===== config.mk =====
export PLATFORM = sky130hd
export DESIGN_NAME = block_align_130b
export DESIGN_NICKNAME = d
export VERILOG_FILES = /design/src/logic/aligner_pkg.sv /design/src/logic/pcie_line_pkg.sv /design/src/logic/align_links.sv /design/src/logic/block_align_130b.sv /design/src/logic/block_extract.sv /design/src/logic/block_tracker.sv /design/src/logic/sync_search.sv
export SDC_FILE = /design/constraint.sdc
export NUM_CORES = 1
export LEC_CHECK = 0
export BUFFER_PORTS_ARGS = -buffer_cell sky130_fd_sc_hd__buf_4
export CAP_MARGIN = 10
export CORE_MARGIN = 2
export CORE_UTILIZATION = 55
export DETAILED_ROUTE_END_ITERATION = 12
export GPL_TIMING_DRIVEN = 0
export PLACE_DENSITY = 0.78
export SYNTH_ARGS = -nofsm -noshare
export SYNTH_HDL_FRONTEND = slang
export SYNTH_HIERARCHICAL = 1
export SYNTH_SLANG_ARGS = --single-unit

===== constraint.sdc =====
create_clock -name clk -period 7 [get_ports clk]
set_input_delay 0.35 -clock clk [delete_from_list [all_inputs] [get_ports clk]]
set_output_delay 0.35 -clock clk [all_outputs]
set_load 0.03 [all_outputs]

===== src/logic/aligner_pkg.sv =====
// ------------------------------
// structural constants of the 16-bit block aligner
// and the state type of its lock tracker
// ------------------------------
package aligner_pkg;

  // ------------------------------
  // lane geometry
  // ------------------------------

  // width of one lane word
  localparam int data_w = 16;

  // a bit offset within a word needs this many bits
  localparam int offset_w = 4;

  // three words of history, oldest word in the low bits
  localparam int window_w = 48;

  localparam int bytes_per_word = 2;

  // ------------------------------
  // block tracking
  // ------------------------------

  // byte count of the final word of a block
  localparam int last_byte_count = 14;

  // the 2-bit header of each block moves the payload up by this much
  localparam int offset_step = 2;

  // idle waits for the lane to come up, unaligned searches,
  // aligned delivers words and stall covers the word lost at an offset wrap
  typedef enum logic [1:0] {
    idle,
    unaligned,
    aligned,
    stall
  } align_state_e;

endpackage


===== src/logic/pcie_line_pkg.sv =====
// ------------------------------
// line coding of 128b/130b blocks as seen on the receive lane
// bits are listed lowest first, which is also the order they arrive in
// used by the search and output stages of the block aligner
// ------------------------------
package pcie_line_pkg;

  // ------------------------------
  // sync header
  // ------------------------------
  localparam int hdr_w = 2;

  // header of a data block
  localparam logic [hdr_w-1:0] sync_data_hdr = 2'b01;

  // header of an ordered-set block
  localparam logic [hdr_w-1:0] sync_os_hdr = 2'b10;

  // payload bytes carried after each header
  localparam int block_payload_bytes = 16;

  // ------------------------------
  // alignment pattern
  // ------------------------------
  localparam int align_payload_w = 32;

  // payload bytes 00 ff 00 ff, first byte in the lowest bits
  localparam logic [align_payload_w-1:0] align_payload = 32'hff00_ff00;

  localparam int align_pattern_w = hdr_w + align_payload_w;

  // header 01 in bits 1:0 followed by the four payload bytes above
  localparam logic [align_pattern_w-1:0] align_pattern = {align_payload, 2'b01};

endpackage


===== src/logic/align_links.sv =====
// ------------------------------
// links between the three stages of the block aligner
// search_if carries the history window and the search result
// track_if carries the lock position and the word qualifiers
// ------------------------------
`timescale 1ns/100ps

interface search_if;

  // current word on top, two registered words below
  logic [aligner_pkg::window_w-1:0] window;

  // exactly one offset matched the alignment pattern
  logic                             hit;
  logic [aligner_pkg::offset_w-1:0] hit_offset;

  // follows enable
  logic                             live;

  modport source (
    output window,
    output hit,
    output hit_offset,
    output live
  );

  modport tracker (
    input hit,
    input hit_offset,
    input live
  );

  modport reader (
    input window
  );

endinterface

interface track_if;

  // bit offset of the header in the window for this cycle
  logic [aligner_pkg::offset_w-1:0] offset;
  logic                             word_valid;
  logic                             payload_valid;
  logic                             block_start;

  modport source (
    output offset,
    output word_valid,
    output payload_valid,
    output block_start
  );

  modport reader (
    input offset,
    input word_valid,
    input payload_valid,
    input block_start
  );

endinterface


===== src/logic/block_align_130b.sv =====
// ------------------------------
// receive block aligner for one 16-bit lane of 128b/130b blocks
// raise blockalign during training to search for the alignment pattern
// aligned words come out in the cycle they are taken in
// ------------------------------
`timescale 1ns/100ps

module block_align_130b (
  input  logic                            clk,
  input  logic                            reset,
  input  logic                            enable,
  input  logic                            blockalign,
  input  logic [aligner_pkg::data_w-1:0]  rx_data_in,
  output logic [aligner_pkg::data_w-1:0]  rx_data_out,
  output logic [pcie_line_pkg::hdr_w-1:0] rx_syncheader,
  output logic                            rx_valid,
  output logic                            rx_datavalid,
  output logic                            rx_startblock,
  output logic                            bad_syncheader,
  output logic                            locked
);

  search_if srch_link ();
  track_if  trk_link ();

  // ------------------------------
  // search, track, extract
  // ------------------------------
  sync_search u_search (
    .clk        (clk),
    .reset      (reset),
    .enable     (enable),
    .blockalign (blockalign),
    .rx_data_in (rx_data_in),
    .srch       (srch_link)
  );

  block_tracker u_tracker (
    .clk   (clk),
    .reset (reset),
    .srch  (srch_link),
    .trk   (trk_link)
  );

  block_extract u_extract (
    .srch           (srch_link),
    .trk            (trk_link),
    .rx_data_out    (rx_data_out),
    .rx_syncheader  (rx_syncheader),
    .rx_valid       (rx_valid),
    .rx_datavalid   (rx_datavalid),
    .rx_startblock  (rx_startblock),
    .bad_syncheader (bad_syncheader),
    .locked         (locked)
  );

endmodule


===== src/logic/block_extract.sv =====
// ------------------------------
// output stage of the block aligner
// cuts header and payload out of the history window at the tracked
// offset and checks the header of every block start
// ------------------------------
`timescale 1ns/100ps

module block_extract (
  search_if.reader                          srch,
  track_if.reader                           trk,
  output logic [aligner_pkg::data_w-1:0]    rx_data_out,
  output logic [pcie_line_pkg::hdr_w-1:0]   rx_syncheader,
  output logic                              rx_valid,
  output logic                              rx_datavalid,
  output logic                              rx_startblock,
  output logic                              bad_syncheader,
  output logic                              locked
);

  localparam int hdr_w = pcie_line_pkg::hdr_w;
  localparam int sel_w = aligner_pkg::data_w + hdr_w;

  logic [sel_w-1:0] sel;
  logic [hdr_w-1:0] header;
  logic             header_ok;

  // header bits first, then one word of payload
  assign sel    = srch.window[trk.offset +: sel_w];
  assign header = sel[hdr_w-1:0];

  assign rx_syncheader = header;
  assign rx_data_out   = sel[sel_w-1:hdr_w];

  // ------------------------------
  // header check
  // ------------------------------
  assign header_ok = (header == pcie_line_pkg::sync_data_hdr) ||
                     (header == pcie_line_pkg::sync_os_hdr);

  // in the lock cycle the header is part of the matched pattern,
  // which is a legal header, so that word never flags
  assign bad_syncheader = trk.block_start && !header_ok;

  // ------------------------------
  // qualifiers
  // ------------------------------
  assign rx_valid      = trk.word_valid;
  assign rx_datavalid  = trk.payload_valid;
  assign rx_startblock = trk.block_start;
  assign locked        = trk.word_valid;

endmodule


===== src/logic/block_tracker.sv =====
// ------------------------------
// lock state machine of the block aligner
// counts the bytes of each block, moves the header offset after every
// block and inserts one stall word when the offset wraps
// ------------------------------
`timescale 1ns/100ps

module block_tracker (
  input  logic      clk,
  input  logic      reset,
  search_if.tracker srch,
  track_if.source   trk
);

  localparam int count_w = $clog2(pcie_line_pkg::block_payload_bytes);
  localparam int off_w   = aligner_pkg::offset_w;

  aligner_pkg::align_state_e state;
  aligner_pkg::align_state_e state_nxt;

  logic [count_w-1:0] byte_count;
  logic [count_w-1:0] byte_count_nxt;
  logic [off_w-1:0]   offset;
  logic [off_w-1:0]   offset_nxt;
  logic [off_w-1:0]   offset_adv;
  logic               lock;
  logic               realign;
  logic               block_end;

  // first word of a fresh lock, delivered at the hit offset
  assign lock = srch.live && (state == aligner_pkg::unaligned) && srch.hit;

  // a hit anywhere but at the expected block start moves the lane
  assign realign = srch.live && (state == aligner_pkg::aligned) && srch.hit &&
                   ((srch.hit_offset != offset) || (byte_count != '0));

  assign block_end  = (byte_count == count_w'(aligner_pkg::last_byte_count));
  assign offset_adv = offset + off_w'(aligner_pkg::offset_step);

  // ------------------------------
  // next state
  // ------------------------------
  always_comb begin
    state_nxt      = state;
    byte_count_nxt = byte_count;
    offset_nxt     = offset;

    // nothing moves while the lane is disabled
    if (srch.live) begin
      case (state)
        aligner_pkg::idle: begin
          byte_count_nxt = '0;
          state_nxt      = aligner_pkg::unaligned;
        end

        aligner_pkg::unaligned: begin
          if (srch.hit) begin
            offset_nxt     = srch.hit_offset;
            byte_count_nxt = count_w'(aligner_pkg::bytes_per_word);
            state_nxt      = aligner_pkg::aligned;
          end
        end

        aligner_pkg::aligned: begin
          if (realign) begin
            // the hit word already counts as the first of the block
            offset_nxt     = srch.hit_offset;
            byte_count_nxt = count_w'(aligner_pkg::bytes_per_word);
          end else if (block_end) begin
            byte_count_nxt = '0;
            offset_nxt     = offset_adv;
            // after a wrap the next header sits one word further on
            if (offset_adv < offset) begin
              state_nxt = aligner_pkg::stall;
            end
          end else begin
            byte_count_nxt = byte_count + count_w'(aligner_pkg::bytes_per_word);
          end
        end

        aligner_pkg::stall: begin
          state_nxt = aligner_pkg::aligned;
        end

        default: begin
          state_nxt = aligner_pkg::idle;
        end
      endcase
    end
  end

  always_ff @(posedge clk or posedge reset) begin
    if (reset) begin
      state      <= aligner_pkg::idle;
      byte_count <= '0;
      offset     <= '0;
    end else begin
      state      <= state_nxt;
      byte_count <= byte_count_nxt;
      offset     <= offset_nxt;
    end
  end

  // ------------------------------
  // word qualifiers
  // ------------------------------
  assign trk.offset        = lock ? srch.hit_offset : offset;
  assign trk.word_valid    = srch.live && ((state == aligner_pkg::aligned) ||
                                           (state == aligner_pkg::stall) || lock);
  assign trk.payload_valid = srch.live && ((state == aligner_pkg::aligned) || lock);
  assign trk.block_start   = srch.live && (lock || ((state == aligner_pkg::aligned) &&
                                                    (byte_count == '0)));

endmodule


===== src/logic/sync_search.sv =====
// ------------------------------
// input stage of the block aligner
// keeps two past lane words and searches all 16 bit offsets of the
// resulting window for the alignment pattern in the same cycle
// ------------------------------
`timescale 1ns/100ps

module sync_search (
  input  logic                         clk,
  input  logic                         reset,
  input  logic                         enable,
  input  logic                         blockalign,
  input  logic [aligner_pkg::data_w-1:0] rx_data_in,
  search_if.source                     srch
);

  localparam int pat_w = pcie_line_pkg::align_pattern_w;
  localparam int win_w = aligner_pkg::window_w;

  logic [aligner_pkg::data_w-1:0]   word_q1;
  logic [aligner_pkg::data_w-1:0]   word_q2;
  logic [win_w-1:0]                 window;
  logic [aligner_pkg::data_w-1:0]   match;
  logic [aligner_pkg::offset_w-1:0] match_pos;

  // ------------------------------
  // word history
  // ------------------------------

  // a disabled lane flushes its history so that no stale bits
  // can complete a pattern once it comes back
  always_ff @(posedge clk or posedge reset) begin
    if (reset) begin
      word_q1 <= '0;
      word_q2 <= '0;
    end else if (!enable) begin
      word_q1 <= '0;
      word_q2 <= '0;
    end else begin
      word_q1 <= rx_data_in;
      word_q2 <= word_q1;
    end
  end

  assign window = {rx_data_in, word_q1, word_q2};

  // ------------------------------
  // pattern compare per offset
  // ------------------------------
  for (genvar o = 0; o < aligner_pkg::data_w; o++) begin : g_match
    if (o + pat_w <= win_w) begin : g_full
      assign match[o] = (window[o +: pat_w] == pcie_line_pkg::align_pattern);
    end else begin : g_top
      // the top offset runs one bit past the window, the 33 bits that
      // are visible still cannot be produced by a hit at a lower offset
      assign match[o] = (window[win_w-1:o] == pcie_line_pkg::align_pattern[win_w-1-o:0]);
    end
  end

  // encode the matching offset, only meaningful when one bit is set
  always_comb begin
    match_pos = '0;
    for (int i = 0; i < aligner_pkg::data_w; i++) begin
      if (match[i]) begin
        match_pos = aligner_pkg::offset_w'(i);
      end
    end
  end

  assign srch.window     = window;
  assign srch.hit        = blockalign && $onehot(match);
  assign srch.hit_offset = match_pos;
  assign srch.live       = enable;

endmodule


## Word-level counts from Yosys, hierarchy flattened

Index checks and enable logic that the tools add are counted.

- $add $sub $neg: 17
- Order comparisons: 1
- Eq/ne operators: 29
- Shift-type cells: 1
- Muxes and demuxes: 31
- Reductions and logical operators: 26

Operator list:

| operator | count |
|---|---|
| 34-bit equality test, second input constant | 15 |
| 4-bit 2-to-1 mux | 15 |
| 48-bit by 5-bit variable part select with 18-bit output | 1 |
| 5-bit adder | 7 |
| 33-bit equality test, second input constant | 1 |
| 16-bit 2-to-1 mux | 2 |
| 1-bit by 1-bit adder with 2-bit output | 8 |
| 2-bit 2-to-1 mux | 6 |
| 3-bit 2-to-1 mux | 4 |
| 4-bit case mux with 3 select lines | 1 |
| 1-bit logical AND | 11 |
| 4-bit by 2-bit adder with 4-bit output, second input constant | 2 |
| 2-bit case mux with 4 select lines | 1 |
| 4-bit case mux with 2 select lines | 1 |
| 2-bit equality test, second input constant | 3 |
| 1-bit logical OR | 6 |
| 2-bit by 1-bit != test with 1-bit output, second input constant | 3 |
| 5-bit by 1-bit equality test with 1-bit output, second input constant | 1 |
| 5-bit AND reduction | 1 |
| 2-bit by 1-bit equality test with 1-bit output, second input constant | 2 |
| 4-bit equality test, second input constant | 1 |
| 4-bit zero test | 1 |
| 4-bit < comparator | 1 |
| 4-bit != test | 1 |
| 10 further kinds | 10 |

- Register bits: 42
- Bits of input ports: 20
- Output and inout port bits: 23
- Word-level logic and storage cells: 110

## Logic depth before layout (Yosys ltp)

- Depth in word-level cells: 22
- Depth in mapped cells: 27
- Mapped depth without buffers: 24

## Hierarchy

Netlist, hierarchy kept.

Modules (own cells, without submodules):

| module | instances | cells an instance | area each (µm²) | seq. area each (µm²) |
|---|---|---|---|---|
| sync_search | 1 | 226 | 2331.0 | 800.8 |
| block_extract | 1 | 137 | 1406.3 | 0.0 |
| block_tracker | 1 | 85 | 777.0 | 225.2 |

## Worst setup path before layout

Ideal clock, no wire load.

- Kind: reg-to-output
- Start: register u_search/word_q2[13] (netlist name)
- End: output port rx_data_out[12] (netlist name)
- Arrival time: 6.749 ns
- Path slack: -0.099 ns
- Cell stages (with the launch flop): 24
- Buffers on the path: 3
- Path through: dfrtp_1 > nor4bb_1 > nand3_1 > nor3_1 > nand4_1 > fa_1 > fa_1 > fa_1 > fa_1 > inv_1 > ha_1 > fa_1 > nor4b_1 > and3_1 > inv_1 > nor2_1 > nand2_1 > mux2_2 > buf_6 > buf_12 > buf_12 > mux2i_1 > mux4_2 > a21oi_1

RTL lines:

| element | RTL line | RTL |
|---|---|---|
| start: declaration | sync_search.sv:21 | `logic [aligner_pkg::data_w-1:0] word_q2;` |
| start signal: assignment | sync_search.sv:41 | `word_q2 <= word_q1;` |
| 34-bit equality test | sync_search.sv:52 | `assign match[o] = (window[o +: pat_w] == pcie_line_pkg::align_pattern);` |
| 1-bit by 1-bit adder with 2-bit output (not written as such) | sync_search.sv:71 | `assign srch.hit = blockalign && $onehot(match);` |
| 5-bit adder (not written as such) (2 in series) | sync_search.sv:71 |  |
| 5-bit adder (not written as such) (*) | sync_search.sv:71 |  |
| 5-bit by 1-bit equality test with 1-bit output (*) | sync_search.sv:71 |  |
| 1-bit logical AND (*) | sync_search.sv:71 |  |
| net srch_link.hit | align_links.sv:14 | `logic hit;` |
| 1-bit logical AND (*) | block_tracker.sv:31 | `assign lock = srch.live && (state == aligner_pkg::unaligned) && srch.hit;` |
| 4-bit 2-to-1 mux (*) | block_tracker.sv:107 | `assign trk.offset = lock ? srch.hit_offset : offset;` |
| net trk_link.offset, one bit | align_links.sv:42 | `logic [aligner_pkg::offset_w-1:0] offset;` |
| 48-bit by 5-bit variable part select with 18-bit output (*) | block_extract.sv:28 | `assign sel = srch.window[trk.offset +: sel_w];` |
| end: declaration | block_align_130b.sv:14 | `output logic [aligner_pkg::data_w-1:0] rx_data_out,` |

The timed path passes the listed nets; every way through them passes the cells marked *.

## Worst setup path after layout

- Start: register u_search/word_q1[10] (netlist name)
- End: output port rx_data_out[10] (netlist name)

RTL lines:

| element | RTL line | RTL |
|---|---|---|
| start: declaration | sync_search.sv:20 | `logic [aligner_pkg::data_w-1:0] word_q1;` |
| start signal: assignment | sync_search.sv:40 | `word_q1 <= rx_data_in;` |
| 34-bit equality test / 33-bit equality test (equally long branches) | sync_search.sv:52, sync_search.sv:56 |  |
| 1-bit by 1-bit adder with 2-bit output (not written as such) | sync_search.sv:71 |  |
| 5-bit adder (not written as such) (2 in series) | sync_search.sv:71 |  |
| 5-bit adder (not written as such) (*) | sync_search.sv:71 |  |
| 5-bit by 1-bit equality test with 1-bit output (*) | sync_search.sv:71 |  |
| 1-bit logical AND (*) | sync_search.sv:71 |  |
| net srch_link.hit | align_links.sv:14 |  |
| 1-bit logical AND (*) | block_tracker.sv:31 |  |
| 4-bit 2-to-1 mux (*) | block_tracker.sv:107 |  |
| net trk_link.offset, one bit | align_links.sv:42 |  |
| 48-bit by 5-bit variable part select with 18-bit output (*) | block_extract.sv:28 |  |

Marks and branches as above.

==> flow_summary.toml <==
[outcome]
status = "complete, but fails checks"
violations = "negative setup slack"

[floorplanning]
core-area_um2 = 7730
die_area_um2 = 8730
initial_core_util_pct = 57.0
io_pins = 43
row_count = 32
die_height_um = 93.5
die_w_um = 93.5

[sta]
setup_tns_ns = -9.63
period_share_pct = 109
finalCriticalPeriod_ns = 7.61
drv_slew = 0
setup_viol = 19
maxSlewHeadroom_pct = 51.6
skew_ns = 0.0120
fmax_mhz = 131
setup_ws_ns = -0.613
tightest_slew_ns = 0.726
final-hold-violation-count = 0
holdWs_ns = 0.250
rsz0062_at_grt = "yes"

[detailed_routing]
dr_total_vias = 4626
wl_mm = 16.5
antenna_left = 0
drt_iter0_drc = 614
wl_per_cell_um = 25.8
dr.pass1.iters = 5
routed_via_density = 7.21
post-route-drc-count = 0

[grt]
grt_pass1_vias = 4298
grt-ovfl-total = 0
grt_use_total_pct = 34.2
antenna_found_initial = 0
grt_first_pass_wirelength_mm = 22.8
grt_start_max_net_pins = 33

[setup_path]
r2r-start = "u_search/word_q1[10]$_DFF_PP0_"
cp.arrival_ns = 7.26
start_kind = "register"
r2r_slack_ns = 0.84
reg2reg_depth = 18
path_class = "reg -> out"
cp-end-kind = "output port"
worstPathMaxFanout = 7
worstPathRequired_ns = 6.65
r2r-end = "u_tracker/byte_count[3]$_DFFE_PP0P_"

[hold_path]
hold_path_depth = 2
holdPathEnd = "u_search/word_q1[14]$_DFF_PP0_"
hold_start = "rx_data_in[14]"
holdCritPathClass = "in -> reg"

[finish]
fin_nets = 582
instances_no_fill = 642
syn_to_final_growth_pct = 35.8
num_antenna_cells = 0
mostFrequentLayoutCells = "buf_4, nand2_1, and2_1"
fill_cells = 461
ff_latch_area_um2 = 1050
layout_commonest_cell = "buf_4"
multi_input_area_um2 = 3490
fin_area_um2 = 5980
drive_above_1_share_pct = 47.2

[synthesis]
synth.avg_cell_area_um2 = 10.2
syn_inst = 433
synthesis.nets = 476
ys_warn_count = 6
synth.cell_area_um2 = 4400

[power_and_ir_drop]
seqPwrFrac_pct = 18.3
sw_frac_of_total_pct = 45.1
leakagePower_nw = 2.60
vdd_ir_drop_max_v = 0.000149
powerDensity_nw_per_um2 = 285
combPwrFrac_pct = 69.3
internal_power_mw = 0.936
p_clk_share_pct = 12.4
p_switching_mw = 0.768

[flow_run]
maxCapViolCount = 0

[placed_design]
gp_congestion = 0.973
io_buffer_count = 42
place_area_um2 = 4860
hpwl_mm = 9.14
placed_cells = 577
pre_cts_ws_ns = -0.803

[cts]
clockRootBuffer = "clkbuf_8"
clock_latency_ns = 0.31
cts_tree = "built"
cts_buffers = 5
clockBufferDepth = 2
htreeDepth = 2
path_clk_slew_ns = 0.09
cts.sinks = 41
==> area by class of cell <==
class                           count  share of cell area (%)
Sequential cell                    41                    17.5
Tap cell                          102                    2.13
Inverter                           27                    1.78
Buffer                             21                    3.31
Multi-Input combinational cell    342                    58.4
Clock buffer                        6                    1.38
Timing Repair Buffer              101                    14.9
Clock inverter                      2                   0.628
==> stage by stage <==
step	total power, mW	utilization [%]
global placement	1.19	62.9
global route	1.77	77.4
floorplan	0.982	-
detailed placement	1.21	62.9
CTS	1.57	72.9
finish	1.70	77.4
==> how the worst max path moves through the flow <==
stage	from	endpoint	slack (ns)	depth (start not counted)
after floorplan	u_search/word_q2[13]$_DFF_PP0_	rx_data_out[3]	-0.05	24
after global placement	u_search/word_q2[12]$_DFF_PP0_	rx_data_out[1]	-0.59	25
after detailed placement	u_search/word_q2[12]$_DFF_PP0_	rx_data_out[10]	-0.80	24
after CTS	u_search/word_q1[13]$_DFF_PP0_	rx_data_out[10]	-0.17	24
after global routing	u_search/word_q1[10]$_DFF_PP0_	rx_data_out[2]	-0.84	22
final	u_search/word_q1[10]$_DFF_PP0_	rx_data_out[10]	-0.61	22
==> power groups by stage <==
| stage | sequential (mW) | combinational [mW] | clock [mW] |
|---|---|---|---|
| global route | 0.314 | 1.23 | 0.222 |
| CTS | 0.307 | 1.05 | 0.207 |
| floorplan | 0.298 | 0.684 | 0 |
| global placement | 0.312 | 0.875 | 0 |
| finish | 0.312 | 1.18 | 0.212 |
| detailed placement | 0.315 | 0.892 | 0 |
==> sequential cells by signal (all words and copies together), names as in the netlist <==
name	flops
u_search/word_q1	16
u_tracker/offset	4
u_search/word_q2	16
u_tracker/state	2
u_tracker/byte_count	3
==> repair_timing <==
item / in CTS / in global routing
hold buffers: 0 / 1
endpoints found under the hold margin: 0 / 5
buffers inserted: 42 / 13
gates cloned: 1 / 1
pin swaps: 36 / 22
gates resized for setup: 80 / 53
setup endpoints to repair: 19 / 19
==> worst max-delay path, stage by stage (launching register included) <==
cell and delay (ns):
dfrtp_2 0.50, nor4bb_4 0.37, nand4b_1 0.31, nor3_2 0.25
nand4_1 0.20, fa_1 0.57, fa_1 0.45, fa_1 0.49
fa_1 0.54, inv_1 0.04, ha_2 0.19, fa_1 0.46
nor4b_2 0.25, and3_1 0.24, inv_2 0.07, nor2_4 0.12
nand2_4 0.09, mux2_4 0.36, buf_8 0.15, mux2i_1 0.36
mux2i_1 0.22, mux4_2 0.52, buf_6 0.16
==> routing by layer <==
metal  up-vias  part of all wire, %  track usage (%)
li1       1829                    -                -
met1      2222                   35             42.5
met2       423                   47             54.8
met3       152                  9.9             8.14
met4         0                  8.1             19.1
met5         -                    0                0
Power figures use the tool's default switching activity.
